### config.mk
export PLATFORM = sky130hd
export DESIGN_NAME = soc_periph_top
export DESIGN_NICKNAME = d
export VERILOG_FILES = /design/src/soc_pkg.sv /design/src/axil_master.sv /design/src/uart_lite_regs.sv /design/src/uart_tx.sv /design/src/uart_rx.sv /design/src/soc_periph_top.sv
export SDC_FILE = /design/constraint.sdc
export NUM_CORES = 1
export LEC_CHECK = 0
export BUFFER_PORTS_ARGS = -buffer_cell sky130_fd_sc_hd__buf_2
export CORE_UTILIZATION = 54
export DETAILED_ROUTE_END_ITERATION = 16
export HOLD_SLACK_MARGIN = 0.12
export PLACE_DENSITY = 0.79
export SETUP_SLACK_MARGIN = 0.02
export SYNTH_ARGS = -nofsm -noshare
export SYNTH_HDL_FRONTEND = slang
export SYNTH_SLANG_ARGS = --single-unit
### constraint.sdc
create_clock -name clk -period 2.5 [get_ports clk]
set_input_delay 0.25 -clock clk [delete_from_list [all_inputs] [get_ports clk]]
set_output_delay 0.25 -clock clk [all_outputs]
set_load 0.005 [all_outputs]
### src/soc_pkg.sv
`default_nettype none

package soc_pkg;

  typedef logic [31:0] axil_addr_t;
  typedef logic [31:0] axil_data_t;
  typedef logic [3:0]  axil_strb_t;
  typedef logic [1:0]  axil_resp_t;
  typedef logic [7:0]  uart_byte_t;
  typedef logic [3:0]  reg_off_t;    // register offset within the uart map
  typedef logic [2:0]  bit_cnt_t;    // data bit index 0..7

  localparam axil_resp_t resp_okay   = 2'b00;
  localparam axil_resp_t resp_slverr = 2'b10;

  // uart register map, decoded on addr[3:0]
  localparam reg_off_t reg_rx_fifo = 4'h0;
  localparam reg_off_t reg_tx_fifo = 4'h4;
  localparam reg_off_t reg_stat    = 4'h8;
  localparam reg_off_t reg_ctrl    = 4'hc;

  // status word bits
  localparam int stat_rx_valid = 0;
  localparam int stat_tx_empty = 2;
  localparam int stat_tx_full  = 3;
  localparam int stat_overrun  = 5;

  // control word bits
  localparam int ctrl_rst_tx = 0;
  localparam int ctrl_rst_rx = 1;

  localparam int clks_per_bit = 8;    // serial bit period in clocks
  typedef logic [$clog2(clks_per_bit)-1:0] baud_cnt_t;

  typedef struct packed {
    axil_addr_t addr;
    axil_data_t data;
    axil_strb_t strb;
  } axil_wr_req_t;

  typedef struct packed {
    axil_addr_t addr;
    axil_data_t data;
    axil_strb_t strb;
    logic       valid;    // shared by aw and w
  } axil_aw_w_t;

  typedef struct packed {
    axil_addr_t addr;
    logic       valid;
  } axil_ar_t;

  typedef struct packed {
    axil_data_t data;
    axil_resp_t resp;
    logic       valid;
  } axil_r_t;

  typedef struct packed {
    axil_resp_t resp;
    logic       valid;
  } axil_b_t;

endpackage

`default_nettype wire

### src/axil_master.sv
`timescale 1ns/100ps
`default_nettype none

module axil_master (
  input  logic                   clk,
  input  logic                   arst_n,
  input  logic                   start_read,
  input  logic                   start_write,
  input  soc_pkg::axil_wr_req_t  wr_req,
  input  soc_pkg::axil_addr_t    rd_addr,
  input  logic                   aw_w_ready,
  input  logic                   ar_ready,
  input  soc_pkg::axil_r_t       r,
  input  soc_pkg::axil_b_t       b,
  output logic                   done_read,
  output logic                   done_write,
  output logic                   busy_read,
  output logic                   busy_write,
  output soc_pkg::axil_data_t    rd_data,
  output logic                   error,
  output soc_pkg::axil_aw_w_t    aw_w,
  output soc_pkg::axil_ar_t      ar,
  output logic                   r_ready,
  output logic                   b_ready
);
  import soc_pkg::*;

  typedef enum logic [1:0] {
    ch_idle,
    ch_addr,
    ch_resp
  } ch_state_e;

  ch_state_e wr_state;
  ch_state_e rd_state;

  assign busy_write = (wr_state != ch_idle) || done_write;  // covers the done cycle
  assign busy_read  = (rd_state != ch_idle) || done_read;
  assign b_ready    = wr_state != ch_idle;
  assign r_ready    = rd_state != ch_idle;

  // write channel, aw and w go out together
  always_ff @(posedge clk or negedge arst_n) begin
    if (!arst_n) begin
      wr_state   <= ch_idle;
      aw_w       <= '0;
      done_write <= 1'b0;
    end else begin
      done_write <= 1'b0;
      case (wr_state)
        ch_idle: begin
          if (start_write) begin
            aw_w.addr  <= wr_req.addr;
            aw_w.data  <= wr_req.data;
            aw_w.strb  <= wr_req.strb;
            aw_w.valid <= 1'b1;
            wr_state   <= ch_addr;
          end
        end
        ch_addr: begin
          if (aw_w_ready) begin
            aw_w.valid <= 1'b0;
            wr_state   <= ch_resp;
          end
        end
        ch_resp: begin
          if (b.valid) begin  // b_ready is high here
            done_write <= 1'b1;
            wr_state   <= ch_idle;
          end
        end
        default: wr_state <= ch_idle;
      endcase
    end
  end

  // read channel
  always_ff @(posedge clk or negedge arst_n) begin
    if (!arst_n) begin
      rd_state  <= ch_idle;
      ar        <= '0;
      done_read <= 1'b0;
    end else begin
      done_read <= 1'b0;
      case (rd_state)
        ch_idle: begin
          if (start_read) begin
            ar.addr  <= rd_addr;
            ar.valid <= 1'b1;
            rd_state <= ch_addr;
          end
        end
        ch_addr: begin
          if (ar_ready) begin
            ar.valid <= 1'b0;
            rd_state <= ch_resp;
          end
        end
        ch_resp: begin
          if (r.valid) begin
            done_read <= 1'b1;
            rd_state  <= ch_idle;
          end
        end
        default: rd_state <= ch_idle;
      endcase
    end
  end

  always_ff @(posedge clk) begin
    if (rd_state == ch_resp && r.valid) rd_data <= r.data;  // held until next read
  end

  // sticky until the next start of either channel
  always_ff @(posedge clk or negedge arst_n) begin
    if (!arst_n) begin
      error <= 1'b0;
    end else begin
      if (start_read || start_write) error <= 1'b0;
      if (wr_state == ch_resp && b.valid && b.resp != resp_okay) error <= 1'b1;
      if (rd_state == ch_resp && r.valid && r.resp != resp_okay) error <= 1'b1;
    end
  end

  a_no_start_wr_busy: assert property (@(posedge clk) disable iff (!arst_n)
    start_write |-> !busy_write);
  a_no_start_rd_busy: assert property (@(posedge clk) disable iff (!arst_n)
    start_read |-> !busy_read);
  a_aw_w_stable: assert property (@(posedge clk) disable iff (!arst_n)
    aw_w.valid && !aw_w_ready |=> aw_w.valid && $stable(aw_w));
  a_ar_stable: assert property (@(posedge clk) disable iff (!arst_n)
    ar.valid && !ar_ready |=> ar.valid && $stable(ar));

endmodule

`default_nettype wire

### src/uart_lite_regs.sv
`timescale 1ns/100ps
`default_nettype none

module uart_lite_regs (
  input  logic                 clk,
  input  logic                 arst_n,
  input  soc_pkg::axil_aw_w_t  aw_w,
  input  soc_pkg::axil_ar_t    ar,
  input  logic                 r_ready,
  input  logic                 b_ready,
  input  logic                 tx_busy,
  input  logic                 rx_strobe,
  input  soc_pkg::uart_byte_t  rx_byte,
  output logic                 aw_w_ready,
  output logic                 ar_ready,
  output soc_pkg::axil_r_t     r,
  output soc_pkg::axil_b_t     b,
  output logic                 tx_start,
  output soc_pkg::uart_byte_t  tx_byte
);
  import soc_pkg::*;

  logic       wr_fire;
  logic       rd_fire;
  logic       wr_bad;
  logic       rd_bad;
  logic       wr_en;
  logic       tx_load;
  reg_off_t   wr_off;
  reg_off_t   rd_off;
  uart_byte_t tx_hold;
  uart_byte_t rx_hold;
  logic       tx_full;
  logic       rx_valid;
  logic       overrun;
  axil_data_t stat_word;
  axil_data_t rd_word;

  // outside the map or not word aligned
  function automatic logic addr_bad(input axil_addr_t addr);
    return (|addr[31:4]) || (|addr[1:0]);
  endfunction

  assign aw_w_ready = !b.valid || b_ready;
  assign wr_fire    = aw_w.valid && aw_w_ready;
  assign ar_ready   = (!r.valid || r_ready) && !wr_fire;  // write wins a tie
  assign rd_fire    = ar.valid && ar_ready;

  assign wr_off  = aw_w.addr[3:0];
  assign rd_off  = ar.addr[3:0];
  assign wr_bad  = addr_bad(aw_w.addr);
  assign rd_bad  = addr_bad(ar.addr);
  assign wr_en   = wr_fire && !wr_bad && aw_w.strb[0];  // all fields sit in byte 0
  assign tx_load = wr_en && wr_off == reg_tx_fifo && !tx_full && !tx_busy;

  assign tx_start = tx_full && !tx_busy;
  assign tx_byte  = tx_hold;

  always_comb begin
    stat_word                = '0;
    stat_word[stat_rx_valid] = rx_valid;
    stat_word[stat_tx_empty] = !tx_full && !tx_busy;
    stat_word[stat_tx_full]  = tx_full;
    stat_word[stat_overrun]  = overrun;
  end

  always_comb begin
    rd_word = '0;
    if (!rd_bad) begin
      case (rd_off)
        reg_rx_fifo: if (rx_valid) rd_word = axil_data_t'(rx_hold);
        reg_stat:    rd_word = stat_word;
        default:     rd_word = '0;  // tx and ctrl read back zero
      endcase
    end
  end

  // response channels
  always_ff @(posedge clk or negedge arst_n) begin
    if (!arst_n) begin
      b <= '0;
      r <= '0;
    end else begin
      if (wr_fire) begin
        b.valid <= 1'b1;
        b.resp  <= wr_bad ? resp_slverr : resp_okay;
      end else if (b_ready) begin
        b.valid <= 1'b0;
      end
      if (rd_fire) begin
        r.valid <= 1'b1;
        r.resp  <= rd_bad ? resp_slverr : resp_okay;
        r.data  <= rd_word;
      end else if (r_ready) begin
        r.valid <= 1'b0;
      end
    end
  end

  // holding register flags
  always_ff @(posedge clk or negedge arst_n) begin
    if (!arst_n) begin
      tx_full  <= 1'b0;
      rx_valid <= 1'b0;
      overrun  <= 1'b0;
    end else begin
      if (tx_start) tx_full <= 1'b0;
      if (tx_load) tx_full <= 1'b1;  // full or busy drops the byte
      if (wr_en && wr_off == reg_ctrl) begin
        if (aw_w.data[ctrl_rst_tx]) tx_full <= 1'b0;
        if (aw_w.data[ctrl_rst_rx]) rx_valid <= 1'b0;
      end
      if (rd_fire && !rd_bad) begin
        if (rd_off == reg_rx_fifo) rx_valid <= 1'b0;
        if (rd_off == reg_stat) overrun <= 1'b0;
      end
      if (rx_strobe) begin
        if (rx_valid) overrun <= 1'b1;  // keep the first byte
        else rx_valid <= 1'b1;
      end
    end
  end

  always_ff @(posedge clk) begin
    if (tx_load) tx_hold <= aw_w.data[7:0];
    if (rx_strobe && !rx_valid) rx_hold <= rx_byte;
  end

  // the serializer must take every launch
  a_tx_start_idle: assert property (@(posedge clk) disable iff (!arst_n)
    tx_start |=> tx_busy);

endmodule

`default_nettype wire

### src/uart_tx.sv
`timescale 1ns/100ps
`default_nettype none

module uart_tx (
  input  logic                 clk,
  input  logic                 arst_n,
  input  logic                 tx_start,
  input  soc_pkg::uart_byte_t  tx_byte,
  output logic                 tx_busy,
  output logic                 tx
);
  import soc_pkg::*;

  typedef enum logic [1:0] {
    st_idle,
    st_start,
    st_data,
    st_stop
  } tx_state_e;

  tx_state_e  state;
  baud_cnt_t  baud_cnt;
  bit_cnt_t   bit_cnt;
  uart_byte_t shreg;
  logic       bit_end;

  assign bit_end = baud_cnt == baud_cnt_t'(clks_per_bit - 1);
  assign tx_busy = state != st_idle;

  always_ff @(posedge clk or negedge arst_n) begin
    if (!arst_n) begin
      state    <= st_idle;
      baud_cnt <= '0;
      bit_cnt  <= '0;
      tx       <= 1'b1;  // line idles high
    end else begin
      baud_cnt <= (state == st_idle || bit_end) ? '0 : baud_cnt + 1'b1;
      case (state)
        st_idle: begin
          if (tx_start) begin
            state <= st_start;
            tx    <= 1'b0;
          end
        end
        st_start: begin
          if (bit_end) begin
            state   <= st_data;
            tx      <= shreg[0];  // lsb first
            bit_cnt <= '0;
          end
        end
        st_data: begin
          if (bit_end) begin
            if (bit_cnt == 3'd7) begin
              state <= st_stop;
              tx    <= 1'b1;
            end else begin
              tx      <= shreg[0];
              bit_cnt <= bit_cnt + 1'b1;
            end
          end
        end
        st_stop: if (bit_end) state <= st_idle;
        default: state <= st_idle;
      endcase
    end
  end

  always_ff @(posedge clk) begin
    if (state == st_idle && tx_start) shreg <= tx_byte;
    else if ((state == st_start || state == st_data) && bit_end) shreg <= shreg >> 1;
  end

endmodule

`default_nettype wire

### src/uart_rx.sv
`timescale 1ns/100ps
`default_nettype none

module uart_rx (
  input  logic                 clk,
  input  logic                 arst_n,
  input  logic                 rx,
  output logic                 rx_strobe,
  output soc_pkg::uart_byte_t  rx_byte
);
  import soc_pkg::*;

  typedef enum logic [1:0] {
    st_idle,
    st_start,
    st_data,
    st_stop
  } rx_state_e;

  rx_state_e  state;
  baud_cnt_t  baud_cnt;
  bit_cnt_t   bit_cnt;
  uart_byte_t shreg;
  logic       rx_meta;
  logic       rx_sync;
  logic       rx_prev;
  logic       rx_fall;
  logic       half_hit;
  logic       bit_end;

  assign rx_fall  = rx_prev && !rx_sync;
  assign half_hit = state == st_start && baud_cnt == baud_cnt_t'(clks_per_bit / 2 - 1);
  assign bit_end  = baud_cnt == baud_cnt_t'(clks_per_bit - 1);

  // two flop synchronizer plus edge history
  always_ff @(posedge clk or negedge arst_n) begin
    if (!arst_n) begin
      rx_meta <= 1'b1;
      rx_sync <= 1'b1;
      rx_prev <= 1'b1;
    end else begin
      rx_meta <= rx;
      rx_sync <= rx_meta;
      rx_prev <= rx_sync;
    end
  end

  always_ff @(posedge clk or negedge arst_n) begin
    if (!arst_n) begin
      state     <= st_idle;
      baud_cnt  <= '0;
      bit_cnt   <= '0;
      rx_strobe <= 1'b0;
    end else begin
      rx_strobe <= 1'b0;
      baud_cnt  <= (state == st_idle || half_hit || bit_end) ? '0 : baud_cnt + 1'b1;
      case (state)
        st_idle: if (rx_fall) state <= st_start;
        st_start: begin
          if (half_hit) begin
            state   <= rx_sync ? st_idle : st_data;  // glitch, not a start bit
            bit_cnt <= '0;
          end
        end
        st_data: begin
          if (bit_end) begin
            bit_cnt <= bit_cnt + 1'b1;
            if (bit_cnt == 3'd7) state <= st_stop;
          end
        end
        st_stop: begin
          if (bit_end) begin
            state     <= st_idle;
            rx_strobe <= rx_sync;  // framing error drops the byte
          end
        end
        default: state <= st_idle;
      endcase
    end
  end

  always_ff @(posedge clk) begin
    if (state == st_data && bit_end) shreg <= {rx_sync, shreg[7:1]};
    if (state == st_stop && bit_end && rx_sync) rx_byte <= shreg;
  end

endmodule

`default_nettype wire

### src/soc_periph_top.sv
`timescale 1ns/100ps
`default_nettype none

module soc_periph_top (
  input  logic                   clk,
  input  logic                   arst_n,
  input  logic                   rx,
  input  logic                   start_read,
  input  logic                   start_write,
  input  soc_pkg::axil_wr_req_t  wr_req,
  input  soc_pkg::axil_addr_t    rd_addr,
  output logic                   tx,
  output logic                   done_read,
  output logic                   done_write,
  output logic                   busy_read,
  output logic                   busy_write,
  output soc_pkg::axil_data_t    rd_data,
  output logic                   error
);
  import soc_pkg::*;

  axil_aw_w_t aw_w;
  axil_ar_t   ar;
  axil_r_t    r;
  axil_b_t    b;
  logic       aw_w_ready;
  logic       ar_ready;
  logic       r_ready;
  logic       b_ready;
  logic       tx_start;
  logic       tx_busy;
  uart_byte_t tx_byte;
  logic       rx_strobe;
  uart_byte_t rx_byte;

  axil_master i_axil_master (
    .clk         (clk),
    .arst_n      (arst_n),
    .start_read  (start_read),
    .start_write (start_write),
    .wr_req      (wr_req),
    .rd_addr     (rd_addr),
    .aw_w_ready  (aw_w_ready),
    .ar_ready    (ar_ready),
    .r           (r),
    .b           (b),
    .done_read   (done_read),
    .done_write  (done_write),
    .busy_read   (busy_read),
    .busy_write  (busy_write),
    .rd_data     (rd_data),
    .error       (error),
    .aw_w        (aw_w),
    .ar          (ar),
    .r_ready     (r_ready),
    .b_ready     (b_ready)
  );

  uart_lite_regs i_uart_lite_regs (
    .clk        (clk),
    .arst_n     (arst_n),
    .aw_w       (aw_w),
    .ar         (ar),
    .r_ready    (r_ready),
    .b_ready    (b_ready),
    .tx_busy    (tx_busy),
    .rx_strobe  (rx_strobe),
    .rx_byte    (rx_byte),
    .aw_w_ready (aw_w_ready),
    .ar_ready   (ar_ready),
    .r          (r),
    .b          (b),
    .tx_start   (tx_start),
    .tx_byte    (tx_byte)
  );

  uart_tx i_uart_tx (
    .clk      (clk),
    .arst_n   (arst_n),
    .tx_start (tx_start),
    .tx_byte  (tx_byte),
    .tx_busy  (tx_busy),
    .tx       (tx)         // serial out pin
  );

  uart_rx i_uart_rx (
    .clk       (clk),
    .arst_n    (arst_n),
    .rx        (rx),        // serial in pin
    .rx_strobe (rx_strobe),
    .rx_byte   (rx_byte)
  );

endmodule

`default_nettype wire

## Word level (Yosys, flattened, before mapping)

Index checks and enable logic that the tools add are counted.

| storage, ports and cells | value |
|---|---|
| bits in registers | 216 |
| input port bits | 105 |
| output and inout port bits | 38 |
| logic and storage cells | 228 |

| cells by class | value |
|---|---|
| $add $sub $neg | 4 |
| eq/ne operators | 35 |
| muxes and demuxes | 75 |
| reductions and logical operators | 78 |

Operators with widths:

| cell | count |
|---|---|
| $reduce_or A28 Y1 | 2 |
| $mux W2 | 19 |
| $mux W1 | 35 |
| $mux W32 | 1 |
| $ne A2 B1 Y1 const B | 14 |
| $logic_and A1 B1 Y1 | 24 |
| $mux W8 | 3 |
| $reduce_bool A2 Y1 | 12 |
| $mux W3 | 7 |
| $pmux W2 S4 | 2 |
| $pmux W8 S2 | 1 |
| $reduce_and A3 Y1 | 5 |
| $add A3 B1 Y3 const B | 4 |
| $eq A2 B2 Y1 const B | 6 |
| $eq A3 B3 Y1 const B | 4 |
| $pmux W2 S3 | 2 |
| $pmux W3 S2 | 2 |
| $logic_or A1 B1 Y1 | 11 |
| $reduce_and A5 Y1 | 2 |
| $logic_not A1 Y1 | 9 |
| $eq A2 B1 Y1 const B | 4 |
| $eq A4 B4 Y1 const B | 2 |
| $logic_not A2 Y1 | 4 |
| $reduce_and A4 Y1 | 2 |
| 9 further kinds | 15 |

## Depth between registers and ports, before layout

Gate-level depths: netlist of run 1.

| logic depth | value |
|---|---|
| depth after elaboration | 11 |
| gate-level depth with buffers | 8 |
| mapped depth without buffers | 7 |

## Cells and area by module

A second synthesis of run 1 with hierarchy kept.

| unflattened totals | value |
|---|---|
| cell total of the unflattened synthesis | 554 |
| area total of the unflattened synthesis | 8718.4 um^2 |

Modules (own cells, without submodules):

| module | times used | cells an instance | area each (um^2) | seq. area each (um^2) |
|---|---|---|---|---|
| axil_master | 1 | 286 | 5226.3 | 3688.5 |
| uart_lite_regs | 1 | 132 | 1500.2 | 855.8 |
| uart_rx | 1 | 64 | 1094.8 | 784.5 |
| uart_tx | 1 | 72 | 897.1 | 466.7 |

## Worst setup path before layout of run 1

No wires, ideal clock.

| timing path | value |
|---|---|
| kind | register -> register |
| start | register, netlist name i_axil_master.aw_w[55] |
| end | register i_uart_lite_regs.tx_hold[0], in the netlist i_uart_lite_regs.tx_byte[0], enable pin |
| setup time | 0.335 ns |
| arrival | 1.462 ns |
| data required time | 2.165 ns |
| setup slack | 0.703 ns |
| cell stages (with the launch flop) | 5 |
| buffers on the path | 0 |
| clock period less this slack | 1.797 ns |
| path through | dfrtp_1 > nor4_2 > nand4_1 > nor4_2 > and3b_1 |

| between the ends | value |
|---|---|
| longest elaborated chain between the ends | 8 |

RTL lines:

| item | line | text |
|---|---|---|
| $reduce_or A28 Y1 | uart_lite_regs.sv:41 | `return (\|addr[31:4]) \|\| (\|addr[1:0]);` |
| $logic_or A1 B1 Y1 | uart_lite_regs.sv:41 |  |
| $logic_not A1 Y1 | uart_lite_regs.sv:53 | `assign wr_en = wr_fire && !wr_bad && aw_w.strb[0];` |
| $logic_and A1 B1 Y1 (2 in a row) | uart_lite_regs.sv:53 |  |
| $logic_and A1 B1 Y1 (3 in a row) | uart_lite_regs.sv:54 | `assign tx_load = wr_en && wr_off == reg_tx_fifo && !tx_full && !tx_busy;` |
| named net i_uart_lite_regs.tx_load | uart_lite_regs.sv:28 | `logic tx_load;` |
| to (signal assigned) | uart_lite_regs.sv:125 | `if (tx_load) tx_hold <= aw_w.data[7:0];` |
| to (decl) | uart_lite_regs.sv:31 | `uart_byte_t tx_hold;` |

The timed path passes the listed nets, and every way through them passes these cells.
A chain may end at the register's enable or synchronous reset.

## Worst setup path in the final report of run 1

| timing path | value |
|---|---|
| start | register, netlist name i_axil_master.aw_w[42] |
| end | register i_uart_lite_regs.tx_hold[2], in the netlist i_uart_lite_regs.tx_byte[2], enable pin |

| between the ends | value |
|---|---|
| longest elaborated chain between the ends | 8 |

RTL lines:

| item | line |
|---|---|
| $reduce_or A28 Y1 | uart_lite_regs.sv:41 |
| $logic_or A1 B1 Y1 | uart_lite_regs.sv:41 |
| $logic_not A1 Y1 | uart_lite_regs.sv:53 |
| $logic_and A1 B1 Y1 (2 in a row) | uart_lite_regs.sv:53 |
| $logic_and A1 B1 Y1 (3 in a row) | uart_lite_regs.sv:54 |
| named net i_uart_lite_regs.tx_load | uart_lite_regs.sv:28 |

The timed path passes the listed nets, and every way through them passes these cells.

==> flow_metrics.env, run 1 <==
export IMPL_dp_cells=783
export IMPL_cts_tree="built"
export IMPL_grt_pass1_vias=4705
export IMPL_crit_path_end_kind="register"
export IMPL_ys_seq_area_share_pct=65.5
export IMPL_power_leakage_uw=0.00392
export IMPL_area_growth_syn_to_layout_pct=28.5
export IMPL_antenna_found_initial=0
export IMPL_crit_required_ns=2.58
export IMPL_num_vias=4582
export IMPL_synth_main_ff_cell="dfrtp_1"
export IMPL_hp_class="input pin to register"
export IMPL_place_gp_congestion=0.770
export IMPL_max_slew_worst_pin_slew_ns=0.733
export IMPL_drt_total_wl_mm=14.2
export IMPL_path_clk_slew_ns=0.06
export IMPL_dp_hpwl_mm=8.26
export IMPL_netlist_instances=534
export IMPL_relSlewSlack_pct=51.2
export IMPL_period_share_pct=88.6
export IMPL_grt_first_pass_wirelength_mm=23.1
export IMPL_async_flop_share_pct=71.1
export IMPL_clk_latency_ns=0.43
export IMPL_critPathKind="register to register"
export IMPL_syn_area_um2=6710
export IMPL_core_um2=12100
export IMPL_start_util_pct=55.6
export IMPL_powerDensity_nw_per_um2=1030
export IMPL_cp_max_fo=9
export IMPL_cp_start_kind="register"
export IMPL_avgSynthCellArea_um2=12.6
export IMPL_clock_sinks=166
export IMPL_fillers=747
export IMPL_overflow=0
export IMPL_clockRootBuffer="clkbuf_16"
export IMPL_finClkSkew_ns=0.00970
export IMPL_rsz0062_at_grt="false"
export IMPL_grt_max_degree=55
export IMPL_hold_viol=0
export IMPL_wire_per_inst_um=16.0
export IMPL_grt_total_usage_pct=23.7
export IMPL_dieArea_um2=12900
export IMPL_outcome="finished clean"
export IMPL_drive_above_1_share_pct=26.2
export IMPL_setup_viol=0
export IMPL_ant_nets=0
export IMPL_post_synth_num_cell_types=40
export IMPL_fin_crit_ns=2.22
export IMPL_synth_enable_flop_cells=48
export IMPL_final_cells=891
export IMPL_io_pins=143
export IMPL_chipWidth_um=113
export IMPL_viasPerCell=5.14
export IMPL_nets=831
export IMPL_dr_pass1_iters=4
export IMPL_drv_cap=0
export IMPL_post_cts_buffers=0
export IMPL_cts_buffers_inserted=17
export IMPL_ir_drop_uv=555
export IMPL_drtIter0Drc=326
export IMPL_die_h_um=113
export IMPL_ys_warn_count=0
export IMPL_drc=0
export IMPL_portBuffers=91
export IMPL_setup_tns_ns=0
export IMPL_synth_seq_cells=166
export IMPL_cp_arrival_ns=2.29
export IMPL_h_tree_depth=4
export IMPL_fmax_mhz=451
export IMPL_num_rows=40
export IMPL_slew_viol_final=0
export IMPL_cts_buffer_depth=2
-- final timing paths --
kind                                                    start                               endpoint  slack [ns]  cells after the start
max                        i_axil_master.aw_w[42]$_DFFE_PN0P_  i_uart_lite_regs.tx_byte[2]$_DFFE_PP_        0.28                      4
max reg2reg                i_axil_master.aw_w[42]$_DFFE_PN0P_  i_uart_lite_regs.tx_byte[2]$_DFFE_PP_        0.28                      4
min reg2reg                       i_uart_rx.rx_meta$_DFF_PN1_            i_uart_rx.rx_sync$_DFF_PN1_        0.36                      0
min                                               start_write      i_axil_master.aw_w[0]$_DFFE_PN0P_        0.17                      3
min in group asynchronous                              arst_n       i_axil_master.ar[14]$_DFFE_PN0P_        0.45                      2
max in group asynchronous                              arst_n       i_axil_master.ar[10]$_DFFE_PN0P_        1.42                      3
-- cells in the final DEF, fill, tap and decap left out, types with 6 or more instances in the layout --
cell type	Yosys	final
nand2_1	133	133
dfrtp_1	114	114
buf_2	4	90
dlygate4sd3_1	0	75
mux2_2	49	49
edfxtp_1	48	48
o21ai_0	26	26
conb_1	1	24
clkbuf_16	0	19
ha_1	17	17
nor2_1	14	14
inv_1	10	10
nor4_1	10	10
nand2b_1	8	8
nor4_2	6	6
a22o_1	6	6
clkinv_2	0	6
-- metrics by stage --
step                      total power, µW  hold WS [ns]  setup slack (ns)  util, %  cell area, µm²
after floorplan                      5550       -0.0456             0.703        -            6800
after global placement               5960         0.342             0.449     60.5            7300
after detailed placement             6170         0.349             0.380     60.5            7300
after CTS                            8750         0.166             0.374     71.5            8620
after global routing                 9340         0.204             0.145     71.5            8620
final                                8850         0.167             0.284     71.5            8630
-- state kept, by name, indices dropped and copies added, names as in the netlist, 2 cells and up, named ones only --
signal                    count
i_uart_rx.bit_cnt             3
i_uart_rx.baud_cnt            3
i_uart_rx.shreg               8
i_axil_master.rd_data         8
i_axil_master.wr_state        2
i_uart_tx.bit_cnt             3
i_uart_lite_regs.r           10
i_uart_rx.rx_byte             8
i_uart_tx.baud_cnt            3
i_uart_lite_regs.rx_hold      8
i_uart_lite_regs.b            2
i_axil_master.ar             33
i_uart_tx.state               2
i_uart_tx.shreg               8
i_axil_master.rd_state        2
i_axil_master.aw_w           42
i_uart_lite_regs.tx_byte      8
-- power breakdown --
part,internal (µW),total [µW],switching (µW),leakage (µW)
Sequential,3610,4160,551,0.00189
Combinational,1010,2180,1180,0.00174
Clock,1490,2500,1020,0.000293
-- what timing repair did --
action / CTS / global route
hold buffers: 75 / 0
resized for setup: 0 / 0
endpoints found under the hold margin: 122 / 0
-- cell type report --
| class | count | area (µm²) | area share [%] |
|---|---|---|---|
| clock buffer | 25 | 538 | 6.24 |
| antenna | 1 | 2.50 | 0.0290 |
| tap | 168 | 210 | 2.44 |
| clock inverter | 7 | 38.8 | 0.450 |
| inverter | 10 | 37.5 | 0.435 |
| timing repair buffer | 171 | 1270 | 14.7 |
| multi-input combinational | 343 | 2130 | 24.7 |
| sequential | 166 | 4400 | 51.0 |
-- metal layers --
layer	routed length, µm	global-route usage (%)	vias up
met3	566	5.10	43
met1	5680	28.1	2232
met2	7520	41.3	157
met4	456	10.9	0
li1	-	-	2150
met5	0	0	-
-- Yosys cell counts (5+ instances only) --
library cell | instances | area (µm²)
nor4_1 | 10 | 62.6
nor2_1 | 14 | 52.6
buf_4 | 24 | 180
inv_1 | 10 | 37.5
edfxtp_1 | 48 | 1440
nand4_1 | 5 | 31.3
o21ai_0 | 26 | 130
clkbuf_1 | 9 | 33.8
dfrtp_1 | 114 | 2850
nand2b_1 | 8 | 50.1
a22o_1 | 6 | 52.6
ha_1 | 17 | 213
nand2_1 | 133 | 499
mux2_2 | 49 | 552
nor2b_1 | 5 | 31.3
nor4_2 | 6 | 75.1
-- cell families after synthesis --
group | count (synthesis) | share of synthesized area, %
DFF | 166 | 65.5
other | 1 | 0.0559
AOI/OAI and AO/OA | 46 | 4.27
and+or+nand+nor | 207 | 14.6
buffers and inverters | 48 | 4.10
muxes | 49 | 8.22
adders and majority gates | 17 | 3.17
-- critical path, cell delays in order, from the launching register on --
cell and delay, ns:
dfrtp_1 0.40, nor4_2 0.37, nand4_1 0.21, nor4_2 0.42, and3b_1 0.47
(Power assumes the default switching activity.)
==> inputs of run 2 (changes only) <==
--- a/config.mk
+++ b/config.mk
@@ -5,11 +5,13 @@
 export SDC_FILE = /design/constraint.sdc
 export NUM_CORES = 1
 export LEC_CHECK = 0
+export ABC_AREA = 1
 export BUFFER_PORTS_ARGS = -buffer_cell sky130_fd_sc_hd__buf_2
-export CORE_UTILIZATION = 54
+export CORE_MARGIN = 3
+export CORE_UTILIZATION = 55
 export DETAILED_ROUTE_END_ITERATION = 16
 export HOLD_SLACK_MARGIN = 0.12
-export PLACE_DENSITY = 0.79
+export PLACE_DENSITY = 0.8
 export SETUP_SLACK_MARGIN = 0.02
 export SYNTH_ARGS = -nofsm -noshare
 export SYNTH_HDL_FRONTEND = slang
==> run 2 against run 1 <==
Net effect:
- synthesized cell count increased by 17%
- highest routed layer unchanged
- clock power about the same
- critical endpoint is now i_uart_lite_regs.tx_byte[0]$_DFFE_PP_
- final area rose by 3.6%
- largest power group unchanged
- non-clock buffer count did not move
==> flow_metrics.env, run 2 <==
export IMPL_synth_compound_area_share_pct=3.04
export IMPL_h_tree_depth=4
export IMPL_chipWidth_um=120
export IMPL_synth_mux_area_share_pct=7.41
export IMPL_layout_commonest_cell="nand2_1"
export IMPL_crit_required_ns=2.60
export IMPL_area_growth_syn_to_layout_pct=26.1
export IMPL_dp_hpwl_mm=9.09
export IMPL_portBuffers=91
export IMPL_cpMaxStageDelayCell="nor4_1"
export IMPL_dr_pass1_iters=5
export IMPL_largest_register="i_axil_master.aw_w"
export IMPL_post_synth_num_cell_types=41
export IMPL_synth_simple_area_share_pct=18.1
export IMPL_dieArea_um2=14300
export IMPL_netlist_instances=625
export IMPL_synth_top_family_by_area="simple AND/OR/NAND/NOR gates"
export IMPL_setup_viol=0
export IMPL_ir_drop_uv=567
export IMPL_powerDensity_nw_per_um2=1030
export IMPL_drv_cap=0
export IMPL_synth_enable_flop_cells=48
export IMPL_synthXorXnorAreaFrac_pct=0
export IMPL_period_share_pct=83.9
export IMPL_die_h_um=120
export IMPL_finalPower_uw=9210
export IMPL_slew_viol_final=0
export IMPL_final_cell_mix="nand2_1 (191), dfrtp_1 (114), buf_2 (90)"
export IMPL_async_flop_share_pct=71.1
export IMPL_critPathKind="register to register"
export IMPL_crit_path_end_kind="register"
export IMPL_dp_cells=874
export IMPL_ctsResizeCount=0
export IMPL_synth_adder_area_share_pct=3.00
export IMPL_cp_arrival_ns=2.20
export IMPL_synth_top_cell_area_share_pct=40.2
export IMPL_r2r_start="i_uart_tx.state[0]$_DFFE_PN0P_"
export IMPL_cts_tree="built"
export IMPL_core_um2=12300
export IMPL_synthTopCellsByArea="dfrtp_1 (40%), edfxtp_1 (20%), nand2_1 (10%)"
export IMPL_rsz0062_at_grt="false"
export IMPL_io_pins=143
export IMPL_drt_total_wl_mm=15.5
export IMPL_drc=0
export IMPL_finClkSkew_ns=0.0115
export IMPL_place_gp_congestion=0.784
export IMPL_hp_class="input pin to register"
export IMPL_fin_crit_ns=2.10
export IMPL_top_regs="i_axil_master.aw_w (42), i_axil_master.ar (33), i_uart_lite_regs.r (10)"
export IMPL_nets=923
export IMPL_design_area_um2=8940
export IMPL_cts_buffers_inserted=17
export IMPL_num_vias=5023
export IMPL_worst_path_most_repeated_cell="inv_1"
export IMPL_cp_startpoint="i_uart_tx.state[0]$_DFFE_PN0P_"
export IMPL_reg2reg_to="i_uart_lite_regs.tx_byte[0]$_DFFE_PP_"
export IMPL_synth_most_common_cell="nand2_1"
export IMPL_multi_input_area_um2=2330
export IMPL_clk_latency_ns=0.42
export IMPL_syn_area_um2=7090
export IMPL_cp_start_kind="register"
export IMPL_grt_max_degree=65
export IMPL_antenna_found_initial=0
export IMPL_largest_reg_flops=42
export IMPL_crit_end="i_uart_lite_regs.tx_byte[0]$_DFFE_PP_"
export IMPL_rrSetupSlack_ns=0.40
export IMPL_drtIter0Drc=316
export IMPL_grt_total_usage_pct=23.2
export IMPL_viasPerCell=5.11
export IMPL_drive_above_1_share_pct=24.8
export IMPL_power_leakage_uw=0.00431
export IMPL_hold_viol=0
export IMPL_overflow=0
export IMPL_cp_max_fo=8
export IMPL_synth_seq_cells=166
export IMPL_synth_main_ff_cell="dfrtp_1"
export IMPL_start_util_pct=57.6
export IMPL_dpl_instance_area_um2=7610
export IMPL_ys_warn_count=0
export IMPL_grt_pass1_vias=5413
export IMPL_ant_nets=0
export IMPL_max_slew_worst_pin_slew_ns=0.997
export IMPL_synthTopCellsByCount="nand2_1 (191), dfrtp_1 (114), edfxtp_1 (48)"
export IMPL_wire_per_inst_um=15.8
export IMPL_cts_buffer_depth=2
export IMPL_final_seq_area_um2=4400
export IMPL_num_rows=40
export IMPL_worstRegToRegCells=6
export IMPL_max_stage_delay_ns=0.43
export IMPL_yosys_area_top_type="dfrtp_1"
export IMPL_setup_tns_ns=0
export IMPL_relSlewSlack_pct=32.8
export IMPL_outcome="finished clean"
export IMPL_clockRootBuffer="clkbuf_16"
export IMPL_fillers=772
export IMPL_grt_first_pass_wirelength_mm=26.0
export IMPL_clock_sinks=166
export IMPL_path_cells="inv_1 > ha_1 > nand2_1 > nor4_1 > nand3_2 > inv_1"
export IMPL_final_cells=983
export IMPL_avgSynthCellArea_um2=11.3
export IMPL_ys_seq_area_share_pct=62.1
export IMPL_path_clk_slew_ns=0.06
export IMPL_fmax_mhz=477
==> run 2: cell types whose count changed in the layout (fill, tap and decap cells not counted), moves of 8 or more <==
cell      previous run  this run
nand2_1            133       191
mux2_2              49        12
nor2_1              14        45
inv_1               10        39
mux2_4               0        26
o21ai_0             26        13
nor4_1              10         1
inv_6                0         8
nand2b_1             8         0
nand3_1              4        12
==> run 2: worst min path at each step <==
stage                      from                                end  slack [ns]  cells past startpoint
CTS                 start_write  i_axil_master.aw_w[0]$_DFFE_PN0P_        0.14                      3
global placement         arst_n   i_axil_master.ar[14]$_DFFE_PN0P_        0.18                      1
global route        start_write  i_axil_master.aw_w[0]$_DFFE_PN0P_        0.13                      3
floorplan                arst_n                          async pin       -0.05                      0
finish              start_write  i_axil_master.aw_w[0]$_DFFE_PN0P_        0.13                      3
detailed placement       arst_n   i_axil_master.ar[15]$_DFFE_PN0P_        0.18                      1
==> run 2: report_power, final <==
part	internal, µW	leakage, µW	switching, µW
Combinational	1110	0.00215	1450
Sequential	3590	0.00189	546
Clock	1390	0.000272	1110
==> run 2: repair_timing <==
action	CTS	global route
setup buffers	0	0
hold buffers	76	0
endpoints found under the hold margin	100	0
==> run 2: metal layers <==
metal  track usage (%)  share of wire [%]
met5                 0                  0
met3              5.89                4.5
met4              14.2                5.5
met1              26.0                 38
met2              39.9                 52
==> run 2: logic make-up after synthesis <==
family | count (synthesis)
buffers and inverters | 81
AND/OR/NAND/NOR | 286
multiplexers | 38
flip-flops | 166
AO/OA/AOI/OAI | 36
adder cells (fa/ha/maj) | 17
other | 1
==> run 2: worst max-delay path, delay by kind of cell, from the launching register on <==
family	cells	cell delay, ns
adders and majority gates	1	0.27
buffers and inverters	2	0.38
DFF	1	0.40
and+or+nand+nor	3	0.74
==> run 2: final cells by class <==
type	instances	share of cell area, %
Antenna cell	1	0.0280
Clock buffer	17	4.76
Multi-Input combinational cell	401	26.1
Clock inverter	15	1.60
Timing Repair Buffer	171	14.1
Tap cell	168	2.35
Inverter	44	1.90
Sequential cell	166	49.2
==> run 2: through the flow <==
| step | setup WS (ns) | util [%] | hold slack, ns |
|---|---|---|---|
| after floorplan | 0.722 | - | -0.0456 |
| after global placement | 0.578 | 61.8 | 0.180 |
| after detailed placement | 0.464 | 61.8 | 0.183 |
| after CTS | 0.435 | 72.6 | 0.137 |
| after global routing | 0.263 | 72.6 | 0.130 |
| final | 0.402 | 72.6 | 0.134 |
